===== src/logic/audio_pkg.sv =====
`default_nettype none

package audio_pkg;

  //////////////////////////////
  // ac97 frame layout
  //////////////////////////////

  localparam int FRAME_BITS = 256;   // bit clocks per frame, 48 kHz frame rate
  localparam int SYNC_BITS  = 16;    // synch high across the tag slot
  localparam int SLOT_BITS  = 20;    // slots 1..4

  // first bit count of each slot
  localparam int SLOT1_START = 16;   // command address
  localparam int SLOT2_START = 36;   // command data
  localparam int SLOT3_START = 56;   // left pcm
  localparam int SLOT4_START = 76;   // right pcm

  //////////////////////////////
  // audio and volume
  //////////////////////////////

  localparam int SAMPLE_BITS  = 8;   // top bits of a 20 bit pcm slot
  localparam int VOLUME_BITS  = 5;
  localparam int VOLUME_RESET = 8;
  localparam int VOLUME_MAX   = 31;  // also full attenuation

  // 10 ms at 12.288 MHz
  localparam int DEBOUNCE_CYCLES     = 122880;
  localparam int DEBOUNCE_COUNT_BITS = $clog2(DEBOUNCE_CYCLES + 1);

  // codec held in reset this long before frames start
  localparam int CODEC_RESET_CYCLES = 1023;
  localparam int RESET_COUNT_BITS   = $clog2(CODEC_RESET_CYCLES + 1);

  //////////////////////////////
  // sample memory and commands
  //////////////////////////////

  localparam int STORE_ADDR_BITS = 10;
  localparam int STORE_DEPTH     = 1 << STORE_ADDR_BITS;  // 1024 samples, ~21 ms

  localparam int CMD_ADDR_BITS = 8;
  localparam int CMD_DATA_BITS = 16;

  typedef logic [SAMPLE_BITS-1:0] sample_t;

  // one codec register access, sent in slots 1 and 2
  typedef struct packed {
    logic                     valid;    // drives both command tag bits
    logic [CMD_ADDR_BITS-1:0] address;  // bit 7 set means read
    logic [CMD_DATA_BITS-1:0] data;
  } codec_command_t;

endpackage

`default_nettype wire


===== src/logic/codec_command_sequencer.sv =====
`default_nettype none
`timescale 1ns/1ns

module codec_command_sequencer (
  input  wire                                clock,
  input  wire                                reset,
  input  wire                                frame_strobe,  // one per frame
  input  wire [audio_pkg::VOLUME_BITS-1:0]   volume,
  output audio_pkg::codec_command_t          command
);

  logic [3:0] step;  // 16 step loop, one step per frame
  logic [audio_pkg::VOLUME_BITS-1:0] atten;
  logic [audio_pkg::CMD_ADDR_BITS-1:0] next_address;
  logic [audio_pkg::CMD_DATA_BITS-1:0] next_data;

  // codec registers count attenuation, not gain
  assign atten = audio_pkg::VOLUME_BITS'(audio_pkg::VOLUME_MAX) - volume;

  //////////////////////////////
  // step table
  //////////////////////////////

  always_comb begin
    next_address = 8'h80;  // read vendor id, harmless filler
    next_data    = 16'h0000;
    case (step)
      4'd3: begin  // headphone volume, left and right
        next_address = 8'h04;
        next_data    = {3'b000, atten, 3'b000, atten};
      end
      4'd5: begin
        next_address = 8'h18;  // pcm out volume
        next_data    = 16'h0808;
      end
      4'd6: begin
        next_address = 8'h1A;  // record select = mic both sides
        next_data    = 16'h0000;
      end
      4'd7: begin
        next_address = 8'h1C;  // record gain at max
        next_data    = 16'h0F0F;
      end
      4'd9: begin
        next_address = 8'h0E;  // mic volume with +20 dB boost
        next_data    = 16'h8048;
      end
      4'd10: begin
        next_address = 8'h0A;  // pc beep
        next_data    = 16'h0000;
      end
      4'd11: begin
        next_address = 8'h20;  // general purpose, pcm out path
        next_data    = 16'h8000;
      end
      default: ;
    endcase
  end

  always_ff @(posedge clock) begin
    if (reset) begin
      step    <= '0;
      command <= '0;
    end else begin
      if (frame_strobe)
        step <= step + 1'b1;  // wraps after 15
      command <= '{valid: 1'b1, address: next_address, data: next_data};
    end
  end

endmodule

`default_nettype wire


===== config.mk =====
export PLATFORM = sky130hd
export DESIGN_NAME = codec_command_sequencer
export DESIGN_NICKNAME = d
export VERILOG_FILES = /design/src/logic/audio_pkg.sv /design/src/logic/codec_command_sequencer.sv
export SDC_FILE = /design/constraint.sdc
export NUM_CORES = 1
export LEC_CHECK = 0
export ABC_AREA = 1
export ABC_CLOCK_PERIOD_IN_PS = 2450
export BUFFER_PORTS_ARGS = -buffer_cell sky130_fd_sc_hd__buf_2
export CORE_MARGIN = 2
export CORE_UTILIZATION = 47
export DETAILED_ROUTE_END_ITERATION = 12
export GPL_ROUTABILITY_DRIVEN = 0
export PLACE_DENSITY = 0.79
export SLEW_MARGIN = 20
export SYNTH_ARGS = -nofsm -noshare
export SYNTH_HDL_FRONTEND = slang
export SYNTH_SLANG_ARGS = --single-unit

===== constraint.sdc =====
create_clock -name clock -period 2.45 [get_ports clock]
set_input_delay 0.1225 -clock clock [delete_from_list [all_inputs] [get_ports clock]]
set_output_delay 0.1225 -clock clock [all_outputs]
set_load 0.01 [all_outputs]

Yosys cells after proc, flatten, opt, wreduce, memory -nomap -nowiden
Index checks and enable logic that the tools add are counted.
{"block": "op_classes", "n_eq_ne": 7, "n_mux": 3, "addsub": 2}
{"cell": "16-bit case mux with 5 select lines", "count": 1}
{"cell": "8-bit case mux with 7 select lines", "count": 1}
{"cell": "25-bit two-way mux", "count": 1}
{"cell": "4-bit by 3-bit equality test with 1-bit output (second input constant)", "count": 3}
{"cell": "4-bit equality test (second input constant)", "count": 3}
{"cell": "5-bit subtractor (first input constant)", "count": 1}
{"cell": "4-bit by 1-bit adder with 4-bit output (second input constant)", "count": 1}
{"cell": "4-bit by 2-bit equality test with 1-bit output (second input constant)", "count": 1}
{"block": "word_totals", "in_bits": 8, "regBits": 29, "out_inout_bits": 25, "wordCells": 16}

Longest topological paths before layout
{"block": "depth", "ltp_word": 3, "mapped_depth": 7, "depth_no_buf": 7}

Worst setup path before layout
No wires, ideal clock.
{"block": "synth_path", "kind": "flip-flop to flip-flop", "from": "register step[0]", "to": "register command[3] (netlist bit)", "setup_time_ns": 0.063, "t_arrival_ns": 1.038, "setup_slack_ns": 1.349, "stages_incl_launch_ff": 8, "n_path_buf": 0, "cell_sequence": "dfxtp_1 ha_1 inv_1 nor2_1 nand2_1 nand2_1 nand2_1 nand3_1"}
{"block": "synth_via", "elab_chain_len": 2}
{"item": "start: declaration", "line_no": "codec_command_sequencer.sv:12", "source": "logic [3:0] step;"}
{"item": "start signal: assignment", "line_no": "codec_command_sequencer.sv:66", "source": "step <= step + 1'b1;"}
{"item": "4-bit equality test (tied with other cells)", "line_no": "codec_command_sequencer.sv:27", "source": "case (step)"}
{"item": "16-bit case mux with 5 select lines *", "line_no": "codec_command_sequencer.sv:27"}
{"item": "end signal: assignment", "line_no": "codec_command_sequencer.sv:67", "source": "command <= '{valid: 1'b1, address: next_address, data: next_data};"}
{"item": "end: declaration", "line_no": "codec_command_sequencer.sv:9", "source": "output audio_pkg::codec_command_t command"}
Every way passes the cells marked *; elsewhere a longest branch is shown, timed or not.
A chain may end at the register's enable or synchronous reset.

Worst setup path after layout
Ends and elaborated chain as after synthesis.

==> impl_results.md <==
- Post-synthesis sequential area ratio: 50.08%
- Non-Filler Instances: 136
- Leakage power: 0.5245 nW
- Vias per cell: 4.632
- CTS Buf Count: 3
- DRT antenna net count: 0
- Hold Path Sink: command[10]
- CTS tree: yes
- Largest net degree at the start of global routing: 12
- Largest family of logic cells by synthesized area: simple AND/OR/NAND/NOR gates
- Dpl cells: 129
- Mux cell area share after synthesis: 0%
- Final Net Count: 132
- Post-Syn Area: 759.5 um2
- Crit Reg-Reg Endpoint: command[3]
- Iter 0 DRT Violations: 9
- # Max-Cap Violations: 0
- Inserted Diodes: 0
- Synthesis-to-layout area growth: 18.45%
- Vias in the first global route: 525
- # clock sinks: 19
- Setup crit end kind: flop
- Design Power: 516.8 uW
- #FFs+latches synth: 19
- Xor/xnor share of the synthesized area: 0%
- Clock latency at the later pin of the worst-skew pair: 280 ps
- Complex-gate fraction of the synthesized area: 7.249%
- Hold Crit Class: in -> reg
- Overall routed net length: 1.346 mm
- Worst-path maximum fanout: 6
- Root buf cell: clkbuf_4
- Synth Instances: 93
- 1st-pass router iterations: 4
- Die W: 44.20 um
- Initial Util: 50.42%
- Maximum clock frequency: 782.3 MHz
- Status: complete, no violations
- Min-Delay Path Depth: 2
- Crit path launch type: flop
- Slew Viols, Final: 0
- HP Start: volume[2]
- Post-synthesis adder-cell area fraction: 4.942%
- Post-synthesis area per instance: 8.166 um2
- Num rows: 14
- Total number of vias: 630
- Worst hold margin: 13.19 ps
- Post-Synth Simple-Gate Area: 19.93%
- Count of final hold-check violations: 0
- Largest area contributor in the netlist: dfxtp_1
- Synth cell types: 14
- Worst Reg-to-Reg Cells: 7
- Worst vdd rail ir drop: 0.4103 mV
- Drc violations: 0
- Clock Skew: 4.558 ps
- Yosys Warn Count: 0
- Fraction of layout cells with a size suffix above 1: 25.83%
- Top-level I/O count: 33
- Total track usage: 14.78%
- RSZ-0062 raised after global routing: no
- Gr ovfl total: 0
- Setup TNS: 0 ps
- Number of I/O port buffers: 26
- Critical Setup Path Class: reg -> reg
- Post-CTS Resized: 0
- Clock buffer depth: 2
- Die area: 1954 um2
- H-tree level count: 1
- Clk pin slew, worst setup/hold paths: 100 ps
- Largest cells by area after synthesis: dfxtp_1, buf_4, nand2_1
- Top-area cell type share of the netlist area: 50.08%
- Crit path arrival time: 1500 ps
- Final setup viols: 0
- Reg-to-Reg Start: step[0]
- PwrDens: 574.5 nW/um2
- Critical path required time: 2680 ps
- Initial antenna violation count: 0
- Final Critical Period: 1278 ps
- Dpl hpwl: 1.022 mm
- Reg2reg setup slack: 1170 ps
- Core box area: 1506 um2
- Drt wl/cell: 9.897 um
- Die height: 44.20 um
- Tcrit/Tclk final: 52.18%
- First-pass GRT wire length: 2.152 mm
-- metal layers --
| metal | up-vias | global-route usage, % | part of all wire (%) |
|---|---|---|---|
| li1 | 329 | - | - |
| met1 | 275 | 19.39 | 46 |
| met2 | 24 | 23.53 | 45 |
| met3 | 2 | 3.673 | 7.1 |
| met4 | 0 | 5.455 | 1.3 |
| met5 | - | 0 | 0 |
-- layout make-up --
class                      instances  area [um2]
timing repair buffer              29       160.2
fill                             150       606.8
sequential                        19       380.4
clock buffer                       3       22.52
multi-input combinational         56       266.5
clock inverter                     1       5.005
inverter                          12       45.04
tap                               16       20.02
-- synth_stat cells --
cell     count
a21oi_1      6
buf_6        1
nor2_1       8
inv_1       11
dfxtp_1     19
buf_4       10
ha_1         3
inv_2        1
conb_1       1
nand3_1      8
nand2_1     16
nor3_1       3
o21ai_0      5
nand4_1      1
-- worst max path at each step --
stage / from / end / slack, ps / cells after the start
CTS: step[0] / command[3] / 1170 / 7
detailed placement: step[0] / command[3] / 1200 / 7
global placement: step[0] / command[12] / 1270 / 5
global route: step[0] / command[12] / 930 / 5
finish: step[0] / command[3] / 1170 / 7
floorplan: step[0] / command[3] / 1350 / 7
-- timing repair --
action | CTS | global route
buffers inserted | 0 | 0
hold buffers | 1 | 2
hold endpoints to repair | 1 | 2
-- logic make-up after synthesis --
family          count (synthesis)
compound gates                 11
fa+ha+maj                       3
buf+inv                        23
flops                          19
simple gates                   36
other cells                     1
-- placed cells by master, fill, tap and decap left out, types with 5 or more instances in the layout --
| cell type | count |
|---|---|
| buf_2 | 26 |
| dfxtp_1 | 19 |
| nand2_1 | 16 |
| inv_1 | 11 |
| nor2_1 | 8 |
| nand3_1 | 8 |
| a21oi_1 | 6 |
| conb_1 | 6 |
| o21ai_0 | 5 |
-- registers in the layout, summed over array words and instances (netlist names) --
register  count
command      15
step          4
-- worst max-delay path, cell delays in order (launching register included) --
cell	delay [ps]
dfxtp_1	430
ha_1	260
inv_1	50
nor2_1	150
nand2_1	90
nand2_1	80
nand2_1	60
nand3_1	80
-- metrics by stage --
step	cell area, um2	setup WS [ps]	utilization, %
2_1_floorplan	778.2	1349	-
3_3_place_gp	842.1	1265	55.90
3_5_place_dp	842.1	1200	55.90
4_1_cts	879.6	1169	58.39
5_1_grt	899.6	925.2	59.72
6_report	899.6	1172	59.72
-- power breakdown --
part | internal, mW | total, mW | switching [mW]
Sequential | 0.316 | 0.322 | 0.00551
Clock | 0.0605 | 0.151 | 0.0904
Combinational | 0.0178 | 0.0441 | 0.0263
Total | 0.395 | 0.517 | 0.122
Power figures use the tool's default switching activity.
