**src/logic/audio_pkg.sv**
```systemverilog
`default_nettype none

package audio_pkg;

  //////////////////////////////
  // ac97 frame layout
  //////////////////////////////

  localparam int FRAME_BITS = 256;   // bit clocks per frame, 48 kHz frame rate
  localparam int SYNC_BITS  = 16;    // synch high across the tag slot
  localparam int SLOT_BITS  = 20;    // slots 1..4

  // first bit count of each slot
  localparam int SLOT1_START = 16;   // command address
  localparam int SLOT2_START = 36;   // command data
  localparam int SLOT3_START = 56;   // left pcm
  localparam int SLOT4_START = 76;   // right pcm

  //////////////////////////////
  // audio and volume
  //////////////////////////////

  localparam int SAMPLE_BITS  = 8;   // top bits of a 20 bit pcm slot
  localparam int VOLUME_BITS  = 5;
  localparam int VOLUME_RESET = 8;
  localparam int VOLUME_MAX   = 31;  // also full attenuation

  // 10 ms at 12.288 MHz
  localparam int DEBOUNCE_CYCLES     = 122880;
  localparam int DEBOUNCE_COUNT_BITS = $clog2(DEBOUNCE_CYCLES + 1);

  // codec held in reset this long before frames start
  localparam int CODEC_RESET_CYCLES = 1023;
  localparam int RESET_COUNT_BITS   = $clog2(CODEC_RESET_CYCLES + 1);

  //////////////////////////////
  // sample memory and commands
  //////////////////////////////

  localparam int STORE_ADDR_BITS = 10;
  localparam int STORE_DEPTH     = 1 << STORE_ADDR_BITS;  // 1024 samples, ~21 ms

  localparam int CMD_ADDR_BITS = 8;
  localparam int CMD_DATA_BITS = 16;

  typedef logic [SAMPLE_BITS-1:0] sample_t;

  // one codec register access, sent in slots 1 and 2
  typedef struct packed {
    logic                     valid;    // drives both command tag bits
    logic [CMD_ADDR_BITS-1:0] address;  // bit 7 set means read
    logic [CMD_DATA_BITS-1:0] data;
  } codec_command_t;

endpackage

`default_nettype wire

```
**src/logic/ac97_frame_engine.sv**
```systemverilog
`default_nettype none
`timescale 1ns/1ns

module ac97_frame_engine (
  input  wire                        clock,          // codec bit clock
  input  wire                        reset,
  input  audio_pkg::codec_command_t  command,
  input  audio_pkg::sample_t         play_sample,
  output audio_pkg::sample_t         mic_sample,
  output logic                       frame_strobe,
  output logic                       codec_reset_b,
  output logic                       ac97_synch,
  output logic                       ac97_sdata_out,
  input  wire                        ac97_sdata_in
);

  logic [audio_pkg::RESET_COUNT_BITS-1:0] reset_count;
  logic [7:0] bit_count;  // position within the 256 bit frame

  audio_pkg::codec_command_t cmd_q;     // command for the current frame
  audio_pkg::sample_t        sample_q;  // pcm for the current frame

  logic [audio_pkg::SLOT_BITS-1:0] addr_word;    // slot 1 image
  logic [audio_pkg::SLOT_BITS-1:0] data_word;    // slot 2 image
  logic [audio_pkg::SLOT_BITS-1:0] sample_word;  // slots 3 and 4
  logic [audio_pkg::SLOT_BITS-1:0] rx_word;      // incoming left slot
  logic tx_bit;
  logic rx_window;

  // left-justified slot contents
  assign addr_word = {cmd_q.address,
                      {(audio_pkg::SLOT_BITS - audio_pkg::CMD_ADDR_BITS){1'b0}}};
  assign data_word = {cmd_q.data,
                      {(audio_pkg::SLOT_BITS - audio_pkg::CMD_DATA_BITS){1'b0}}};
  assign sample_word = {sample_q,
                        {(audio_pkg::SLOT_BITS - audio_pkg::SAMPLE_BITS){1'b0}}};

  // last bit of the frame, counter sits at 0 until release
  assign frame_strobe = codec_reset_b && (bit_count == 8'(audio_pkg::FRAME_BITS - 1));

  //////////////////////////////
  // outgoing bit select
  //////////////////////////////

  always_comb begin
    tx_bit = 1'b0;
    if (bit_count < 8'(audio_pkg::SYNC_BITS)) begin
      case (bit_count[3:0])  // slot 0 tags
        4'd0:       tx_bit = 1'b1;         // frame valid
        4'd1, 4'd2: tx_bit = cmd_q.valid;  // address and data tags
        4'd3, 4'd4: tx_bit = 1'b1;         // left and right pcm valid
        default:    tx_bit = 1'b0;
      endcase
    end else if (bit_count < 8'(audio_pkg::SLOT2_START)) begin
      tx_bit = cmd_q.valid &
               addr_word[5'(audio_pkg::SLOT2_START - 1 - int'(bit_count))];
    end else if (bit_count < 8'(audio_pkg::SLOT3_START)) begin
      tx_bit = cmd_q.valid &
               data_word[5'(audio_pkg::SLOT3_START - 1 - int'(bit_count))];
    end else if (bit_count < 8'(audio_pkg::SLOT4_START)) begin
      tx_bit = sample_word[5'(audio_pkg::SLOT4_START - 1 - int'(bit_count))];
    end else if (bit_count < 8'(audio_pkg::SLOT4_START + audio_pkg::SLOT_BITS)) begin
      // right copy of the same sample
      tx_bit = sample_word[5'(audio_pkg::SLOT4_START + audio_pkg::SLOT_BITS - 1
                              - int'(bit_count))];
    end
  end

  //////////////////////////////
  // reset delay, counter, synch
  //////////////////////////////

  always_ff @(posedge clock) begin
    if (reset) begin
      reset_count    <= '0;
      codec_reset_b  <= 1'b0;
      bit_count      <= '0;
      ac97_synch     <= 1'b0;
      ac97_sdata_out <= 1'b0;
      cmd_q          <= '0;  // first frame goes out empty
      sample_q       <= '0;
    end else if (!codec_reset_b) begin
      if (reset_count == audio_pkg::RESET_COUNT_BITS'(audio_pkg::CODEC_RESET_CYCLES)) begin
        codec_reset_b <= 1'b1;
        ac97_synch    <= 1'b1;  // frame 0 starts right away
      end else begin
        reset_count <= reset_count + 1'b1;
      end
    end else begin
      bit_count      <= bit_count + 1'b1;  // wraps at 256
      ac97_sdata_out <= tx_bit;
      if (bit_count == 8'(audio_pkg::FRAME_BITS - 1))
        ac97_synch <= 1'b1;
      else if (bit_count == 8'(audio_pkg::SYNC_BITS - 1))
        ac97_synch <= 1'b0;
      if (frame_strobe) begin
        cmd_q    <= command;  // picked up for the next frame
        sample_q <= play_sample;
      end
    end
  end

  //////////////////////////////
  // left slot receive
  //////////////////////////////

  // codec bits land one count after they leave, so 57..76
  assign rx_window = codec_reset_b &&
                     (bit_count >= 8'(audio_pkg::SLOT3_START + 1)) &&
                     (bit_count <= 8'(audio_pkg::SLOT4_START));

  always_ff @(posedge clock) begin
    if (rx_window)
      rx_word <= {rx_word[audio_pkg::SLOT_BITS-2:0], ac97_sdata_in};  // msb first
  end

  assign mic_sample = rx_word[audio_pkg::SLOT_BITS-1 -: audio_pkg::SAMPLE_BITS];

endmodule

`default_nettype wire

```
**config.mk**
```make
export PLATFORM = sky130hd
export DESIGN_NAME = ac97_frame_engine
export DESIGN_NICKNAME = d
export VERILOG_FILES = /design/src/logic/audio_pkg.sv /design/src/logic/ac97_frame_engine.sv
export SDC_FILE = /design/constraint.sdc
export NUM_CORES = 1
export LEC_CHECK = 0
export BUFFER_PORTS_ARGS = -buffer_cell sky130_fd_sc_hd__buf_2
export CORE_MARGIN = 2
export CORE_UTILIZATION = 45
export DETAILED_ROUTE_END_ITERATION = 10
export GPL_TIMING_DRIVEN = 0
export PLACE_DENSITY = 0.65
export SLEW_MARGIN = 20
export SYNTH_ARGS = -nofsm -noshare
export SYNTH_HDL_FRONTEND = slang
export SYNTH_SLANG_ARGS = --single-unit
```
**constraint.sdc**
```tcl
create_clock -name clock -period 8.5 [get_ports clock]
set_input_delay 1.7 -clock clock [delete_from_list [all_inputs] [get_ports clock]]
set_output_delay 1.7 -clock clock [all_outputs]
set_load 0.005 [all_outputs]
```
* After elaboration in Yosys (flattened, before gate mapping)
Cells that the tools add are included.
W data, S select, Z words.
** Word-level totals
- Word-level logic and storage cells :: 73
- Register bits after elaboration :: 74
- Output and inout bits :: 12
** Operators by class
- Mux-type cells :: 24
- Reduce and logical (&&, ||, !) cells :: 10
- Eq/ne operators :: 8
- Bitwise gates (word level) :: 4
- Magnitude comparators :: 11
- Add/subtract/negate cells :: 6
** Operators with widths (count)
- $lt A5 B7 Y1 const B :: 4
- $bmux W1 S5 :: 4
- $mux W1 :: 19
- $lt A8 B6 Y1 const B :: 2
- $lt A8 B7 Y1 const B :: 2
- $add A10 B1 Y10 const B :: 1
- $eq A10 B10 Y1 const B :: 1
- $sub A5 B5 Y5 const A :: 2
- $add A8 B1 Y8 const B :: 1
- $eq A4 B2 Y1 const B :: 2
- $eq A8 B4 Y1 const B :: 1
- $eq A8 B8 Y1 const B :: 1
- $ge A8 B6 Y1 const B :: 1
- $le A8 B7 Y1 const B :: 1
- $lt A8 B5 Y1 const B :: 1
- $reduce_and A2 Y1 :: 3
- $sub A2 B5 Y5 const A :: 1
- $sub A4 B5 Y5 const A :: 1
- $eq A4 B1 Y1 const B :: 1
- $eq A4 B3 Y1 const B :: 1
- $logic_not A4 Y1 :: 1
- $logic_and A1 B1 Y1 :: 3
- $ne A3 B1 Y1 const B :: 1
- $reduce_or A3 Y1 :: 1
- 5 further kinds :: 7

* Longest topological paths before layout
- Word-level depth :: 9
- Gate-level depth with buffers :: 8

* Worst setup path after synthesis
Ideal clock, no wire load.
- Path type :: register to output
- Start point :: reg bit_count[3]
- End point :: out frame_strobe
- Data arrival time :: 1.557 ns
- Setup slack :: 5.243 ns
- Stages on the path, launching flop included :: 7
- Buffers on the path :: 1
- Cell sequence :: dfxtp_1 > ha_1 > nand3_1 > nor2_1 > nand3_1 > inv_2 > buf_2
** Between the ends
- Cells in the longest elaborated chain, start to end :: 2
** RTL lines
- start: declaration :: line ac97_frame_engine.sv:18 : logic [7:0] bit_count;
- start signal: assignment :: line ac97_frame_engine.sv:90 : bit_count <= bit_count + 1'b1;
- $eq A8 B8 Y1 :: line ac97_frame_engine.sv:39 : assign frame_strobe = codec_reset_b && (bit_count == 8'(audio_pkg::FRAME_BITS - 1));
- $logic_and A1 B1 Y1 :: line ac97_frame_engine.sv:39
- end: declaration :: line ac97_frame_engine.sv:10 : output logic frame_strobe,
No other way between the ends.

* Worst setup path after layout
Ends and elaborated chain as after synthesis.

==> flow_metrics.env <==
export IMPL_leakage_nw=1.41
export IMPL_period_share=0.500
export IMPL_worstPathRequired_ns=6.80
export IMPL_synth_warnings=0
export IMPL_wirelength_um=6800
export IMPL_final_cell_area_um2=3870
export IMPL_slew_headroom=0.515
export IMPL_cp_arrival_ns=2.55
export IMPL_seq_area_um2=1680
export IMPL_cts_path_max_buffers=2
export IMPL_r2r_slack_ns=5.71
export IMPL_ys_seq_area_frac=0.510
export IMPL_cts_resized=0
export IMPL_worstHoldPathCells=0
export IMPL_overflow=0
export IMPL_rsz0062_at_grt="false"
export IMPL_grt_use_total=0.186
export IMPL_placed_area_um2=3660
export IMPL_synthesis_nets=385
export IMPL_ctsHtreeMaxLevel=3
export IMPL_worstPathCellList="ha_1, nand3_1, nor2_1, nand3_1, inv_2, buf_2, buf_2"
export IMPL_synth_top_area_share=0.328
export IMPL_hold_class="register to register"
export IMPL_synthTopCellsByArea="dfxtp_1 (33%), edfxtp_1 (18%), nand2_1 (8.5%)"
export IMPL_die_h_um=89.6
export IMPL_power_uw=661
export IMPL_ys_flop_type="dfxtp_1"
export IMPL_synth_cell_types=43
export IMPL_powerDensity_nw_per_um2=171
export IMPL_synth_avg_cell_area_um2=9.75
export IMPL_cp_start_kind="register"
export IMPL_crit_slowest_cell="dfxtp_1"
export IMPL_multi_input_area_um2=1460
export IMPL_fillCellCount=682
export IMPL_instances_no_fill=500
export IMPL_dr_pass1_iters=5
export IMPL_setup_viol=0
export IMPL_clock_latency_ns=0.35
export IMPL_syn_area_um2=3300
export IMPL_holdPathEnd="rx_word[3]"
export IMPL_layout_nets=443
export IMPL_post_place_ws_ns=4.62
export IMPL_cts_buffers=9
export IMPL_drc=0
export IMPL_ys_ff_latch=74
export IMPL_fin_ws_ns=4.25
export IMPL_status="complete, no violations"
export IMPL_hold_buffers=0
export IMPL_wl_per_cell_um=13.6
export IMPL_clkTransAtPathRegs_ns=0.07
export IMPL_min_from="rx_word[2]"
export IMPL_fin_crit_ns=4.25
export IMPL_criticalPathCategory="register to output port"
export IMPL_fmax_mhz=236
export IMPL_rows=31
export IMPL_hold_violations=0
export IMPL_syn2layout_area_growth_pct=17.4
export IMPL_dpl_cell_count=484
export IMPL_post_cts_buffers=0
export IMPL_yosys_area_top_type="dfxtp_1"
export IMPL_cts_root_buffer="clkbuf_8"
export IMPL_synthCells=338
export IMPL_cts_tree="built"
export IMPL_diodes=0
export IMPL_vias=2512
export IMPL_port_buffers=46
export IMPL_hpwl_um=4750
export IMPL_drive_above_1_share=0.214
export IMPL_die_width_um=89.6
export IMPL_first_global_vias=2381
export IMPL_dr_first_iter_drc_count=167
export IMPL_cap_violations=0
export IMPL_crit_fanout=10
export IMPL_ant_nets=0
export IMPL_die_area_um2=8020
export IMPL_grt_pass1_wl_um=11300
export IMPL_design_core_area_um2=7180
export IMPL_fin_setup_tns_ns=0
export IMPL_finalClockSkew_ns=0.0115
export IMPL_postSynth_asyncResetShare=0
export IMPL_place_congestion=0.872
export IMPL_grt_max_degree=14
export IMPL_synth_edf_count=20
export IMPL_cpPeakStageDelay_ns=0.53
export IMPL_cp_end_kind="output port"
export IMPL_reg2reg_from="bit_count[0]"
export IMPL_tightestPinTransition_ns=0.725
export IMPL_ir_drop_uv=99.4
export IMPL_initial_core_util=0.459
export IMPL_holdWs_ns=0.421
export IMPL_clock_sinks=74
export IMPL_r2r_cells=9
export IMPL_finalCoreUtilization=0.539
export IMPL_r2r_end="rx_word[9]"
export IMPL_ios=48
export IMPL_antenna_found_initial=0
export IMPL_drv_slew=0
export IMPL_vias_per_cell=5.02
-- area by class of cell --
| type | count | share of cell area |
|---|---|---|
| flip-flops and latches | 74 | 0.435 |
| multi-input cells | 231 | 0.376 |
| repair buffers | 47 | 0.0615 |
| clock buffers | 12 | 0.0401 |
| plain buffers | 28 | 0.0375 |
| well taps | 99 | 0.0320 |
| clock inverters | 4 | 0.0129 |
| inverters | 5 | 0.00485 |
-- where the power goes --
group	leakage, nW	total, mW	internal [mW]	switching, mW
logic	0.692	0.0175	0.00862	0.00885
clock network	0.107	0.280	0.152	0.128
registers	0.615	0.363	0.361	0.00177
total	1.41	0.661	0.522	0.139
-- placed cells by master, fill, tap and decap left out, types with 4 or more instances in the layout --
| cell | count |
|---|---|
| nand3_1 | 7 |
| xor2_1 | 9 |
| ha_1 | 11 |
| mux2i_1 | 4 |
| a21oi_1 | 39 |
| edfxtp_1 | 20 |
| nor3_1 | 5 |
| xnor2_1 | 7 |
| clkbuf_8 | 11 |
| buf_2 | 51 |
| nor2_1 | 24 |
| mux4_2 | 5 |
| nand4_1 | 5 |
| buf_4 | 10 |
| nand2_1 | 75 |
| dfxtp_1 | 54 |
| clkbuf_1 | 15 |
-- worst max path at each step --
| stage | from | endpoint | slack, ns | depth (start not counted) |
|---|---|---|---|---|
| floorplan | bit_count[3] | frame_strobe | 5.24 | 6 |
| global placement | bit_count[0] | rx_word[0] | 4.52 | 8 |
| detailed placement | bit_count[3] | frame_strobe | 4.62 | 7 |
| CTS | bit_count[3] | frame_strobe | 4.23 | 7 |
| global route | bit_count[3] | frame_strobe | 4.01 | 7 |
| finish | bit_count[3] | frame_strobe | 4.25 | 7 |
-- flip-flops by register name, indices dropped and copies added (netlist names) --
signal,flops
cmd_q,17
bit_count,8
ac97_synch,1
ac97_sdata_out,1
reset_count,10
addr_word,8
codec_reset_b,1
rx_word,20
sample_q,8
-- layer usage --
metal | vias up | track usage | wire, µm
li1 | 1288 | - | -
met1 | 1160 | 0.241 | 3210
met2 | 56 | 0.294 | 3180
met3 | 8 | 0.0466 | 292
met4 | 0 | 0.0801 | 112
met5 | - | 0 | 0
-- critical path: cells and delay by family, from the launching register on --
kind                       cells  cell delay [ns]
and+or+nand+nor                3             0.63
buffers and inverters          3             0.66
DFF                            1             0.53
adders and majority gates      1             0.37
-- Yosys cell counts (all sizes together), types with 2 or more instances --
| cell type | instances |
|---|---|
| and4 | 3 |
| a2111oi | 2 |
| a41oi | 3 |
| xnor2 | 7 |
| nor3b | 2 |
| mux4 | 7 |
| nand2b | 2 |
| buf | 14 |
| nor2 | 24 |
| clkbuf | 14 |
| a21oi | 39 |
| nand4b | 3 |
| dfxtp | 54 |
| and3 | 3 |
| nand2 | 75 |
| xor2 | 9 |
| o41ai | 2 |
| ha | 11 |
| inv | 5 |
| nand4 | 5 |
| nor3 | 6 |
| nand3 | 7 |
| o21a | 3 |
| edfxtp | 20 |
| mux2i | 4 |
| a31oi | 2 |
-- logic make-up (layout without fill, tap and decap cells) --
| logic type | after synthesis | in the layout | share of synthesized area |
|---|---|---|---|
| compound gates | 58 | 58 | 0.108 |
| xor+xnor | 16 | 16 | 0.0425 |
| fa+ha+maj | 11 | 11 | 0.0418 |
| buf+inv | 33 | 96 | 0.0497 |
| flops | 74 | 74 | 0.510 |
| mux | 11 | 11 | 0.0623 |
| simple gates | 135 | 135 | 0.185 |
Power figures use the tool's default switching activity.
