===== config.mk =====
export PLATFORM = sky130hd
export DESIGN_NAME = volume_control
export DESIGN_NICKNAME = d
export VERILOG_FILES = /design/src/logic/audio_pkg.sv /design/src/logic/button_debounce.sv /design/src/logic/volume_control.sv
export SDC_FILE = /design/constraint.sdc
export NUM_CORES = 1
export LEC_CHECK = 0
export BUFFER_PORTS_ARGS = -buffer_cell sky130_fd_sc_hd__buf_2
export CORE_MARGIN = 2
export CORE_UTILIZATION = 35
export DETAILED_ROUTE_END_ITERATION = 6
export GPL_TIMING_DRIVEN = 0
export SYNTH_ARGS = -nofsm -noshare
export SYNTH_HDL_FRONTEND = slang
export SYNTH_SLANG_ARGS = --single-unit

===== constraint.sdc =====
create_clock -name clock -period 2.3 [get_ports clock]
set_input_delay 0.46 -clock clock [delete_from_list [all_inputs] [get_ports clock]]
set_output_delay 0.46 -clock clock [all_outputs]
set_load 0.02 [all_outputs]

===== src/logic/audio_pkg.sv =====
`default_nettype none

package audio_pkg;

  //////////////////////////////
  // ac97 frame layout
  //////////////////////////////

  localparam int FRAME_BITS = 256;   // bit clocks per frame, 48 kHz frame rate
  localparam int SYNC_BITS  = 16;    // synch high across the tag slot
  localparam int SLOT_BITS  = 20;    // slots 1..4

  // first bit count of each slot
  localparam int SLOT1_START = 16;   // command address
  localparam int SLOT2_START = 36;   // command data
  localparam int SLOT3_START = 56;   // left pcm
  localparam int SLOT4_START = 76;   // right pcm

  //////////////////////////////
  // audio and volume
  //////////////////////////////

  localparam int SAMPLE_BITS  = 8;   // top bits of a 20 bit pcm slot
  localparam int VOLUME_BITS  = 5;
  localparam int VOLUME_RESET = 8;
  localparam int VOLUME_MAX   = 31;  // also full attenuation

  // 10 ms at 12.288 MHz
  localparam int DEBOUNCE_CYCLES     = 122880;
  localparam int DEBOUNCE_COUNT_BITS = $clog2(DEBOUNCE_CYCLES + 1);

  // codec held in reset this long before frames start
  localparam int CODEC_RESET_CYCLES = 1023;
  localparam int RESET_COUNT_BITS   = $clog2(CODEC_RESET_CYCLES + 1);

  //////////////////////////////
  // sample memory and commands
  //////////////////////////////

  localparam int STORE_ADDR_BITS = 10;
  localparam int STORE_DEPTH     = 1 << STORE_ADDR_BITS;  // 1024 samples, ~21 ms

  localparam int CMD_ADDR_BITS = 8;
  localparam int CMD_DATA_BITS = 16;

  typedef logic [SAMPLE_BITS-1:0] sample_t;

  // one codec register access, sent in slots 1 and 2
  typedef struct packed {
    logic                     valid;    // drives both command tag bits
    logic [CMD_ADDR_BITS-1:0] address;  // bit 7 set means read
    logic [CMD_DATA_BITS-1:0] data;
  } codec_command_t;

endpackage

`default_nettype wire


===== src/logic/button_debounce.sv =====
`default_nettype none
`timescale 1ns/1ns

module button_debounce (
  input  wire  clock,
  input  wire  reset,
  input  wire  noisy,
  output logic clean
);

  logic [audio_pkg::DEBOUNCE_COUNT_BITS-1:0] count;  // cycles since last change
  logic last;                                        // previous raw sample

  always_ff @(posedge clock) begin
    if (reset) begin
      count <= '0;
      last  <= noisy;
      clean <= noisy;  // start out agreeing with the pin
    end else if (noisy != last) begin
      // input moved, start the wait over
      last  <= noisy;
      count <= '0;
    end else if (count == audio_pkg::DEBOUNCE_COUNT_BITS'(audio_pkg::DEBOUNCE_CYCLES)) begin
      clean <= last;  // stable long enough
    end else begin
      count <= count + 1'b1;
    end
  end

endmodule

`default_nettype wire


===== src/logic/volume_control.sv =====
`default_nettype none
`timescale 1ns/1ns

module volume_control (
  input  wire                                clock,
  input  wire                                reset,
  input  wire                                button_up,    // active high
  input  wire                                button_down,  // active high
  output logic [audio_pkg::VOLUME_BITS-1:0]  volume
);

  logic up_clean, down_clean;  // debounced levels
  logic up_q, down_q;          // one cycle old, for edges
  logic up_press, down_press;

  button_debounce up_debounce (
    .clock (clock),
    .reset (reset),
    .noisy (button_up),
    .clean (up_clean)
  );

  button_debounce down_debounce (
    .clock (clock),
    .reset (reset),
    .noisy (button_down),
    .clean (down_clean)
  );

  assign up_press   = up_clean & ~up_q;
  assign down_press = down_clean & ~down_q;

  always_ff @(posedge clock) begin
    if (reset) begin
      volume <= audio_pkg::VOLUME_BITS'(audio_pkg::VOLUME_RESET);
      up_q   <= 1'b1;  // a button held through reset is no press
      down_q <= 1'b1;
    end else begin
      up_q   <= up_clean;
      down_q <= down_clean;
      // both at once cancel out
      if (up_press && !down_press &&
          volume != audio_pkg::VOLUME_BITS'(audio_pkg::VOLUME_MAX))
        volume <= volume + 1'b1;
      else if (down_press && !up_press && volume != '0)
        volume <= volume - 1'b1;  // floor at 0
    end
  end

endmodule

`default_nettype wire


After elaboration in Yosys (flattened, before gate mapping)
Index checks and enable logic that the tools add are counted.

Reduce and logical (&&, ||, !) cells: 16. Bitwise operators: 4. Muxes and demuxes: 12. $add $sub $neg: 4. Equality and inequality tests: 7.

Operators by type and width (number): $add 17x1->17 const B (2); $eq 17x17->1 const B (2); $mux 1 (10); $mux 5 (2); $reduce_bool 2->1 (5); $add 5x1->5 const B (1); $ne 5x5->1 const B (1); $reduce_bool 5->1 (1); $sub 5x1->5 const B (1); $logic_and 1x1->1 (4); $ne 2x2->1 const B (2); $reduce_and 2->1 (2); $reduce_or 2->1 (2); $and 1x1->1 (2); $logic_not 1->1 (2); $ne 1x1->1 (2); $not 1->1 (2).

Output and inout port bits: 5. Logic and storage cells: 52. Register bits after elaboration: 45.

Logic depth before layout (Yosys ltp)
Gate-level depths: netlist (run 1).

Depth in word-level cells: 7. Gate-level depth with buffers: 8.

Hierarchy
From an unflattened synthesis (run 1), not the netlist that was laid out.

Cells, all modules: 251. Area, all modules: 2309.7 um^2.

By module, submodules not included: button_debounce (sequential area each 400.4 um^2, cells each 103, times used 2, area each 937.1 um^2); volume_control (sequential area each 140.1 um^2, cells each 45, times used 1, area each 435.4 um^2).

Least setup slack after synthesis (run 1)
OpenSTA, ideal clock, no wires.

Path type: flip-flop to flip-flop. From: register volume[0] (netlist bit). To: register volume[4] (netlist bit). Required time: 2.179 ns. Arrival: 2.233 ns. Stages on the path, launching flop included: 9. Setup time: 0.121 ns. Path slack: -0.053 ns. Clock period less this slack: 2.353 ns. Path buffers: 0. Path through: dfxtp_1 -> nand3_1 -> o211a_1 -> inv_1 -> ha_1 -> a21o_1 -> a21oi_1 -> mux2i_1 -> mux2_2.

Word-level cells in the longest chain between the ends: 3.

Ends and longest elaborated chain: start: declaration (RTL line volume_control.sv:9) `output logic [audio_pkg::VOLUME_BITS-1:0] volume`; start signal: assignment (RTL line volume_control.sv:35) `volume <= audio_pkg::VOLUME_BITS'(audio_pkg::VOLUME_RESET);`; start signal: assignment (RTL line volume_control.sv:44) `volume <= volume + 1'b1;`; start signal: assignment (RTL line volume_control.sv:46) `volume <= volume - 1'b1;`; $sub 5x1->5 (tied with other cells) (RTL line volume_control.sv:46); $mux 5 (tied with other cells) (RTL line volume_control.sv:45) `else if (down_press && !up_press && volume != '0)`; $mux 5 / $reduce_bool 2->1 (equally long branches).

Several ways; a longest one is shown, not always the timed one. The select of a mux whose other input is x is not followed. A chain may end at the register's enable or synchronous reset.

Worst setup path in the final report (run 1)
From: register up_debounce.clean. To: register volume[4] (netlist bit).

Word-level cells in the longest chain between the ends: 5.

Ends and longest elaborated chain: start: declaration (RTL line button_debounce.sv:8) `output logic clean`; start signal: assignment (RTL line button_debounce.sv:18) `clean <= noisy;`; start signal: assignment (RTL line button_debounce.sv:24) `clean <= last;`; $and 1x1->1 * (RTL line volume_control.sv:30) `assign up_press = up_clean & ~up_q;`; $logic_not 1->1 (RTL line volume_control.sv:45); $logic_and 1x1->1 (2 in a row) (RTL line volume_control.sv:45); $reduce_bool 2->1 (no source line).

Every way passes the cells marked *; elsewhere a longest branch is shown, timed or not.

==> results of run 1 <==
==> per-layer routing <==
metal  vias up  track usage
met5         -            0
met4         0       0.0519
met3         7       0.0265
met2        15        0.214
met1       848        0.179
li1        952            -
==> cells in the final DEF (no fill, tap or decap), drive strengths merged, types with 2 or more instances in the layout <==
master and n:
dfxtp 41, nand4 12, nand3 17, and4 2, or3 7, o211a 2
inv 8, or2 2, nand3b 2, nand2b 4, ha 7, a21o 2
buf 11, a21oi 15, and3 7, xnor2 7, or4 8, nor2 21
nor4 5, mux2i 3, clkbuf 11, nand2 14, o21ai 11, and2 2
edfxtp 4, nor2b 3, o31ai 5, clkinv 2, xor2 15, nor3 6
mux2 3
==> Yosys cell counts, types with 4 or more instances <==
library cell / number / area [um2]
edfxtp_1: 4 / 120
or4_1: 5 / 37.5
a21oi_1: 15 / 75.1
nand2b_1: 4 / 25.0
xnor2_1: 7 / 61.3
and3_1: 7 / 43.8
clkbuf_1: 6 / 22.5
nor2_1: 21 / 78.8
nor4_1: 5 / 31.3
or3_1: 7 / 43.8
inv_1: 8 / 30.0
nor3_1: 6 / 30.0
o21ai_0: 9 / 45.0
nand4_1: 12 / 75.1
ha_1: 7 / 87.6
nand3_1: 17 / 85.1
xor2_1: 15 / 131
nand2_1: 14 / 52.6
dfxtp_1: 41 / 821
o31ai_1: 5 / 37.5
==> how the worst max path moves through the flow <==
| stage | cells after the start | slack, ps | to |
|---|---|---|---|
| 2_1_floorplan | 8 | 40 | volume[4] |
| 3_3_place_gp | 8 | -60 | volume[4] |
| 3_5_place_dp | 8 | -80 | volume[4] |
| 4_1_cts | 8 | 50 | volume[4] |
| 5_1_grt | 8 | 30 | volume[4] |
| 6_report | 8 | 200 | volume[4] |
==> registers in the layout, indices dropped and copies added, names as in the netlist <==
signal,count
down_debounce.clean,1
down_debounce.count,17
down_debounce.last,1
down_q,1
up_debounce.clean,1
up_debounce.count,17
up_debounce.last,1
up_q,1
volume,5
==> final cells by class <==
| type | instances | area [um2] |
|---|---|---|
| fill | 642 | 3800 |
| multi-input combinational | 192 | 1270 |
| sequential | 45 | 950 |
| tap | 77 | 96.3 |
| clock buffer | 5 | 68.8 |
| timing repair buffer | 9 | 47.5 |
| inverter | 8 | 32.5 |
| buffer | 8 | 31.3 |
| clock inverter | 3 | 17.5 |
==> critical path: stages (launching register included) <==
cell	delay, ps
edfxtp_1	370
nor2b_2	150
o211a_1	200
inv_4	70
fa_2	350
a21o_1	170
a21oi_2	140
mux2i_1	210
mux2_2	340
==> stage by stage <==
stage                     area, um2  worst slack (ps)  hold WS, ps  setup TNS [ps]
after detailed placement       2400             -76.2          471           -76.2
after global routing           2520              31.2          371               0
final                          2520               196          362               0
after global placement         2400             -59.0          469           -59.0
after floorplan                2270              39.6          448               0
after CTS                      2500              52.3          359               0
==> logic make-up (layout without fill, tap and decap cells) <==
| logic type | count (synthesis) | in the layout | share of synthesized area |
|---|---|---|---|
| AND/OR/NAND/NOR | 116 | 116 | 0.289 |
| flip-flops | 45 | 45 | 0.415 |
| AO/OA/AOI/OAI | 40 | 40 | 0.108 |
| XOR/XNOR | 22 | 22 | 0.0850 |
| buffers and inverters | 16 | 33 | 0.0271 |
| adder cells (fa/ha/maj) | 8 | 8 | 0.0475 |
| multiplexers | 6 | 6 | 0.0282 |
==> repair_timing <==
| action | CTS | global route |
|---|---|---|
| resized for setup | 1 | 8 |
| pin swaps | 1 | 0 |
| setup buffers | 1 | 0 |
| setup endpoints to repair | 1 | 1 |
==> where the power goes <==
group          switching [mW]  internal (mW)
logic                  0.0947         0.0743
clock network           0.276          0.210
registers              0.0254          0.817
total                   0.396           1.10
==> metrics.md, run 1 <==
| Metric | Value |
|---|---|
| Weighted congestion at the end of routability-driven global placement | `0.826` |
| Number of synthesized register bits | `45` |
| Setup crit start kind | `flip-flop` |
| Worst reg2reg startpoint | `up_debounce.clean` |
| Final instance count without filler cells | `347` |
| Overall die width | `84.5 um` |
| Top-level I/O count | `9` |
| Ratio of total power to cell area | `595 nW/um2` |
| Root buffer selected by CTS | `clkbuf_8` |
| Max-cap check violation count | `0` |
| CTS H-tree depth | `2` |
| Number of antenna violations at the first check in global routing | `0` |
| Placed wire-length estimate after detailed placement | `3070 um` |
| R2R Path End | `volume[4]` |
| Maximum resistive drop on vdd | `0.321 mV` |
| Status | `complete, no violations` |
| Die height | `84.5 um` |
| Total met2 wirelength after detailed routing | `1930 um` |
| Actual slew at the worst max-slew pin | `538 ps` |
| Arrival time of the worst setup path | `2290 ps` |
| Final setup viols | `0` |
| Fraction of the yosys area taken by sequential cells | `0.415` |
| Growth of design area from synthesis to finish | `11.0%` |
| Total Power | `1.50 mW` |
| # rows | `29` |
| GR Overflow Total | `0` |
| Synthesized netlist cell count | `253` |
| Critical path start-end classification | `flip-flop to flip-flop` |
| End point of the worst hold path | `up_debounce.last` |
| Number of buffers added to fix hold violations after cts | `0` |
| Met1 Wirelength | `2170 um` |
| Worst-path clk slew | `90 ps` |
| Hold Fails Final Rpt | `0` |
| GRT Util Overall | `0.134` |
| Per-cell routed wire length | `12.4 um` |
| Drt drc | `0` |
| TritonCTS Buffers | `5` |
| Initial core utilization | `0.359` |
| Worst EP required | `2490 ps` |
| Uppermost layer routed | `met4` |
| RSZ-0062 raised after global routing | `no` |
| Max Buffers Root-to-Sink | `2` |
| Instance count after placement with tap cells included | `338` |
| Total iterations of the first detailed-routing run | `4` |
| Global-route wire length before repair | `7940 um` |
| Ys Warns | `0` |
| Hold_sp | `button_up` |
| Summed instance area of the synthesized netlist | `2270 um2` |
| Distinct cells, synth | `45` |
| Clock sinks | `45` |
| Fraction of layout cells with a size suffix above 1 | `0.141` |
| Clock network latency to the later pin of the worst-skew pair | `300 ps` |
| Floorplan Core Area | `6310 um2` |
| Leading register cell type out of synthesis | `dfxtp_1` |
| Antenna Diode Count | `0` |
| Pin count of the biggest net entering global routing | `15` |
| Worst hold stages | `1` |
| Hold crit path type | `input port to flip-flop` |
| Max Fclk | `0.475 GHz` |
| Peak fanout along the critical path | `8` |
| Number of buffer cells added on primary ports | `8` |
| Final min period | `2100 ps` |
| Register-to-register path setup slack | `200 ps` |
| CTS tree | `built` |
| Via count | `1822` |
| DRT antenna net count | `0` |
| NumNets Final | `281` |
| Detailed-route wire length | `4290 um` |
| Async SR Flop Fraction | `0` |
| Vias/cell | `5.25` |
| Clock Skew | `9.22 ps` |
| Leakage power figure | `0.865 nW` |
| Number of nets produced by synthesis | `265` |
| Floorplan die area | `7130 um2` |
| Final core area utilization | `0.399` |
| Critical path launch point | `up_debounce.clean` |
| Number of global-route vias before repair | `1754` |
| Number of DRC markers in iteration 0 | `98` |
| Max-slew violation count | `0` |
| Max_slew headroom | `0.638` |
| Kind of end point of the critical path | `flip-flop` |
| Reg2reg path depth | `8` |
| Number of synthesized flops with an enable pin | `4` |
| Crit share post-route | `0.915` |
| Met3 WL post-DR | `112 um` |
| Syn Area/Cell | `8.96 um2` |
Note: power is estimated with default switching activity, not from simulation.
==> run 2: changes to the inputs <==
--- a/config.mk
+++ b/config.mk
@@ -10,6 +10,7 @@
 export CORE_UTILIZATION = 35
 export DETAILED_ROUTE_END_ITERATION = 6
 export GPL_TIMING_DRIVEN = 0
+export RECOVER_POWER = 25
 export SYNTH_ARGS = -nofsm -noshare
 export SYNTH_HDL_FRONTEND = slang
 export SYNTH_SLANG_ARGS = --single-unit
==> run 2 against run 1 <==
Cell area decreased by 0.35%; maximum frequency barely moved; clock power hardly changed; clock skew hardly changed; cell count unchanged; non-clock buffer count unchanged; hold slack gained 38 ps; core utilization shrank 0.14 points; largest cell class unchanged; register-to-register slack barely moved; global-route usage did not move; sequential cell count unchanged.
==> metrics.md, run 2 (synthesis results as in run 1) <==
| Metric | Value |
|---|---|
| GRT Util Overall | `0.134` |
| Global-route wire length before repair | `7940 um` |
| Max-cap check violation count | `0` |
| Floorplan die area | `7130 um2` |
| Initial core utilization | `0.359` |
| Worst EP required | `2490 ps` |
| Clock sinks | `45` |
| Worst-path clk slew | `90 ps` |
| Worst hold stages | `1` |
| Root buffer selected by CTS | `clkbuf_8` |
| CTS H-tree depth | `2` |
| Crit share post-route | `0.915` |
| Final instance count without filler cells | `347` |
| Drt drc | `0` |
| CTS tree | `built` |
| Number of buffers added to fix hold violations after cts | `0` |
| Max Fclk | `0.475 GHz` |
| Top-level I/O count | `9` |
| Reg2reg path depth | `8` |
| Largest registers in the final layout | `down_debounce.count (17), up_debounce.count (17), volume (5)` |
| Peak fanout along the critical path | `8` |
| Per-cell routed wire length | `12.4 um` |
| Via count | `1830` |
| Final min period | `2100 ps` |
| Kind of end point of the critical path | `flip-flop` |
| Number of DRC markers in iteration 0 | `98` |
| Vias/cell | `5.27` |
| Floorplan Core Area | `6310 um2` |
| Max_slew headroom | `0.638` |
| End point of the worst hold path | `up_debounce.last` |
| Final instance area | `2510 um2` |
| NumNets Final | `281` |
| Hold_sp | `button_up` |
| Antenna Diode Count | `0` |
| Most used cells in the layout excluding fill and tap cells | `dfxtp_1, nor2_1, nand3_1` |
| Final setup viols | `0` |
| Fin Setup TNS | `0 ps` |
| Maximum resistive drop on vdd | `0.322 mV` |
| Register-to-register path setup slack | `200 ps` |
| Total iterations of the first detailed-routing run | `4` |
| Hold Fails Final Rpt | `0` |
| Hold crit path type | `input port to flip-flop` |
| Number of antenna violations at the first check in global routing | `0` |
| Placed wire-length estimate after detailed placement | `3070 um` |
| Placed Area | `2400 um2` |
| Worst reg2reg startpoint | `up_debounce.clean` |
| R2R Path End | `volume[4]` |
| Weighted congestion at the end of routability-driven global placement | `0.826` |
| Area of the multi-input gates | `1270 um2` |
| TritonCTS Buffers | `5` |
| RSZ-0062 raised after global routing | `no` |
| Setup crit start kind | `flip-flop` |
| Number of buffer cells added on primary ports | `8` |
| Detailed-route wire length | `4290 um` |
| Total area of sequential cells | `950 um2` |
| Leakage power figure | `0.843 nW` |
| Overall die width | `84.5 um` |
| Instance count after placement with tap cells included | `338` |
| Actual slew at the worst max-slew pin | `538 ps` |
| # rows | `29` |
| Critical path start-end classification | `flip-flop to flip-flop` |
| Most common library cell in the layout ignoring fill and taps | `dfxtp_1` |
| Fraction of layout cells with a size suffix above 1 | `0.115` |
| Count of fill cells added during filler insertion | `647` |
| DRT antenna net count | `0` |
| Clock network latency to the later pin of the worst-skew pair | `300 ps` |
| Max Buffers Root-to-Sink | `2` |
| Ratio of total power to cell area | `597 nW/um2` |
| Arrival time of the worst setup path | `2290 ps` |
| GR Overflow Total | `0` |
| Status | `complete, no violations` |
| Die height | `84.5 um` |
| Pin count of the biggest net entering global routing | `15` |
| Clock Skew | `9.26 ps` |
| Number of global-route vias before repair | `1754` |
| Growth of design area from synthesis to finish | `10.7%` |
| Max-slew violation count | `0` |
run 2: worst max-delay path by stage:
stage	slack, ps	start	cells past startpoint	to
2_1_floorplan	40	volume[4]	8	volume[4]
3_3_place_gp	-60	up_debounce.clean	8	volume[4]
3_5_place_dp	-80	up_debounce.clean	8	volume[4]
4_1_cts	50	up_debounce.clean	8	volume[4]
5_1_grt	30	up_debounce.clean	8	volume[4]
6_report	200	up_debounce.clean	8	volume[4]
run 2: timing repair:
action	4_1_cts	5_1_grt
buffers inserted	1	0
endpoints found under the setup margin	1	1
gates resized for setup	1	8
pin swaps	1	0
run 2: through the flow:
| stage | util | hold WS (ps) | total power [mW] | setup slack (ps) |
|---|---|---|---|---|
| 3_5_place_dp | 0.381 | 471 | 1.02 | -76.2 |
| 6_report | 0.397 | 401 | 1.50 | 196 |
| 3_3_place_gp | 0.381 | 469 | 1.02 | -59.0 |
| 4_1_cts | 0.396 | 359 | 1.51 | 52.3 |
| 2_1_floorplan | - | 448 | 0.978 | 39.6 |
| 5_1_grt | 0.397 | 437 | 1.57 | 31.1 |
run 2: area by class of cell:
| type | count | area share |
|---|---|---|
| clock buffer | 5 | 0.0274 |
| inverter | 8 | 0.0130 |
| buffer | 8 | 0.0125 |
| timing repair buffer | 9 | 0.0155 |
| tap | 77 | 0.0384 |
| sequential | 45 | 0.379 |
| multi-input combinational | 192 | 0.507 |
| clock inverter | 3 | 0.00699 |
run 2: power by group:
part           internal, mW  switching (mW)
Sequential            0.817          0.0257
Clock                 0.210           0.276
Combinational        0.0715          0.0949
Total                  1.10           0.397
run 2: worst max-delay path, stage by stage (launching register included):
cell and delay (ps):
edfxtp_1 370, nor2b_2 150, o211a_1 200, inv_4 70, fa_2 350, a21o_1 170, a21oi_2 140, mux2i_1 210
mux2_2 340
run 2: metal layers:
metal	up-vias	track usage	wire, um
li1	954	-	-
met1	851	0.179	2180
met2	18	0.214	1920
met3	7	0.0265	119
met4	0	0.0519	74
met5	-	0	0
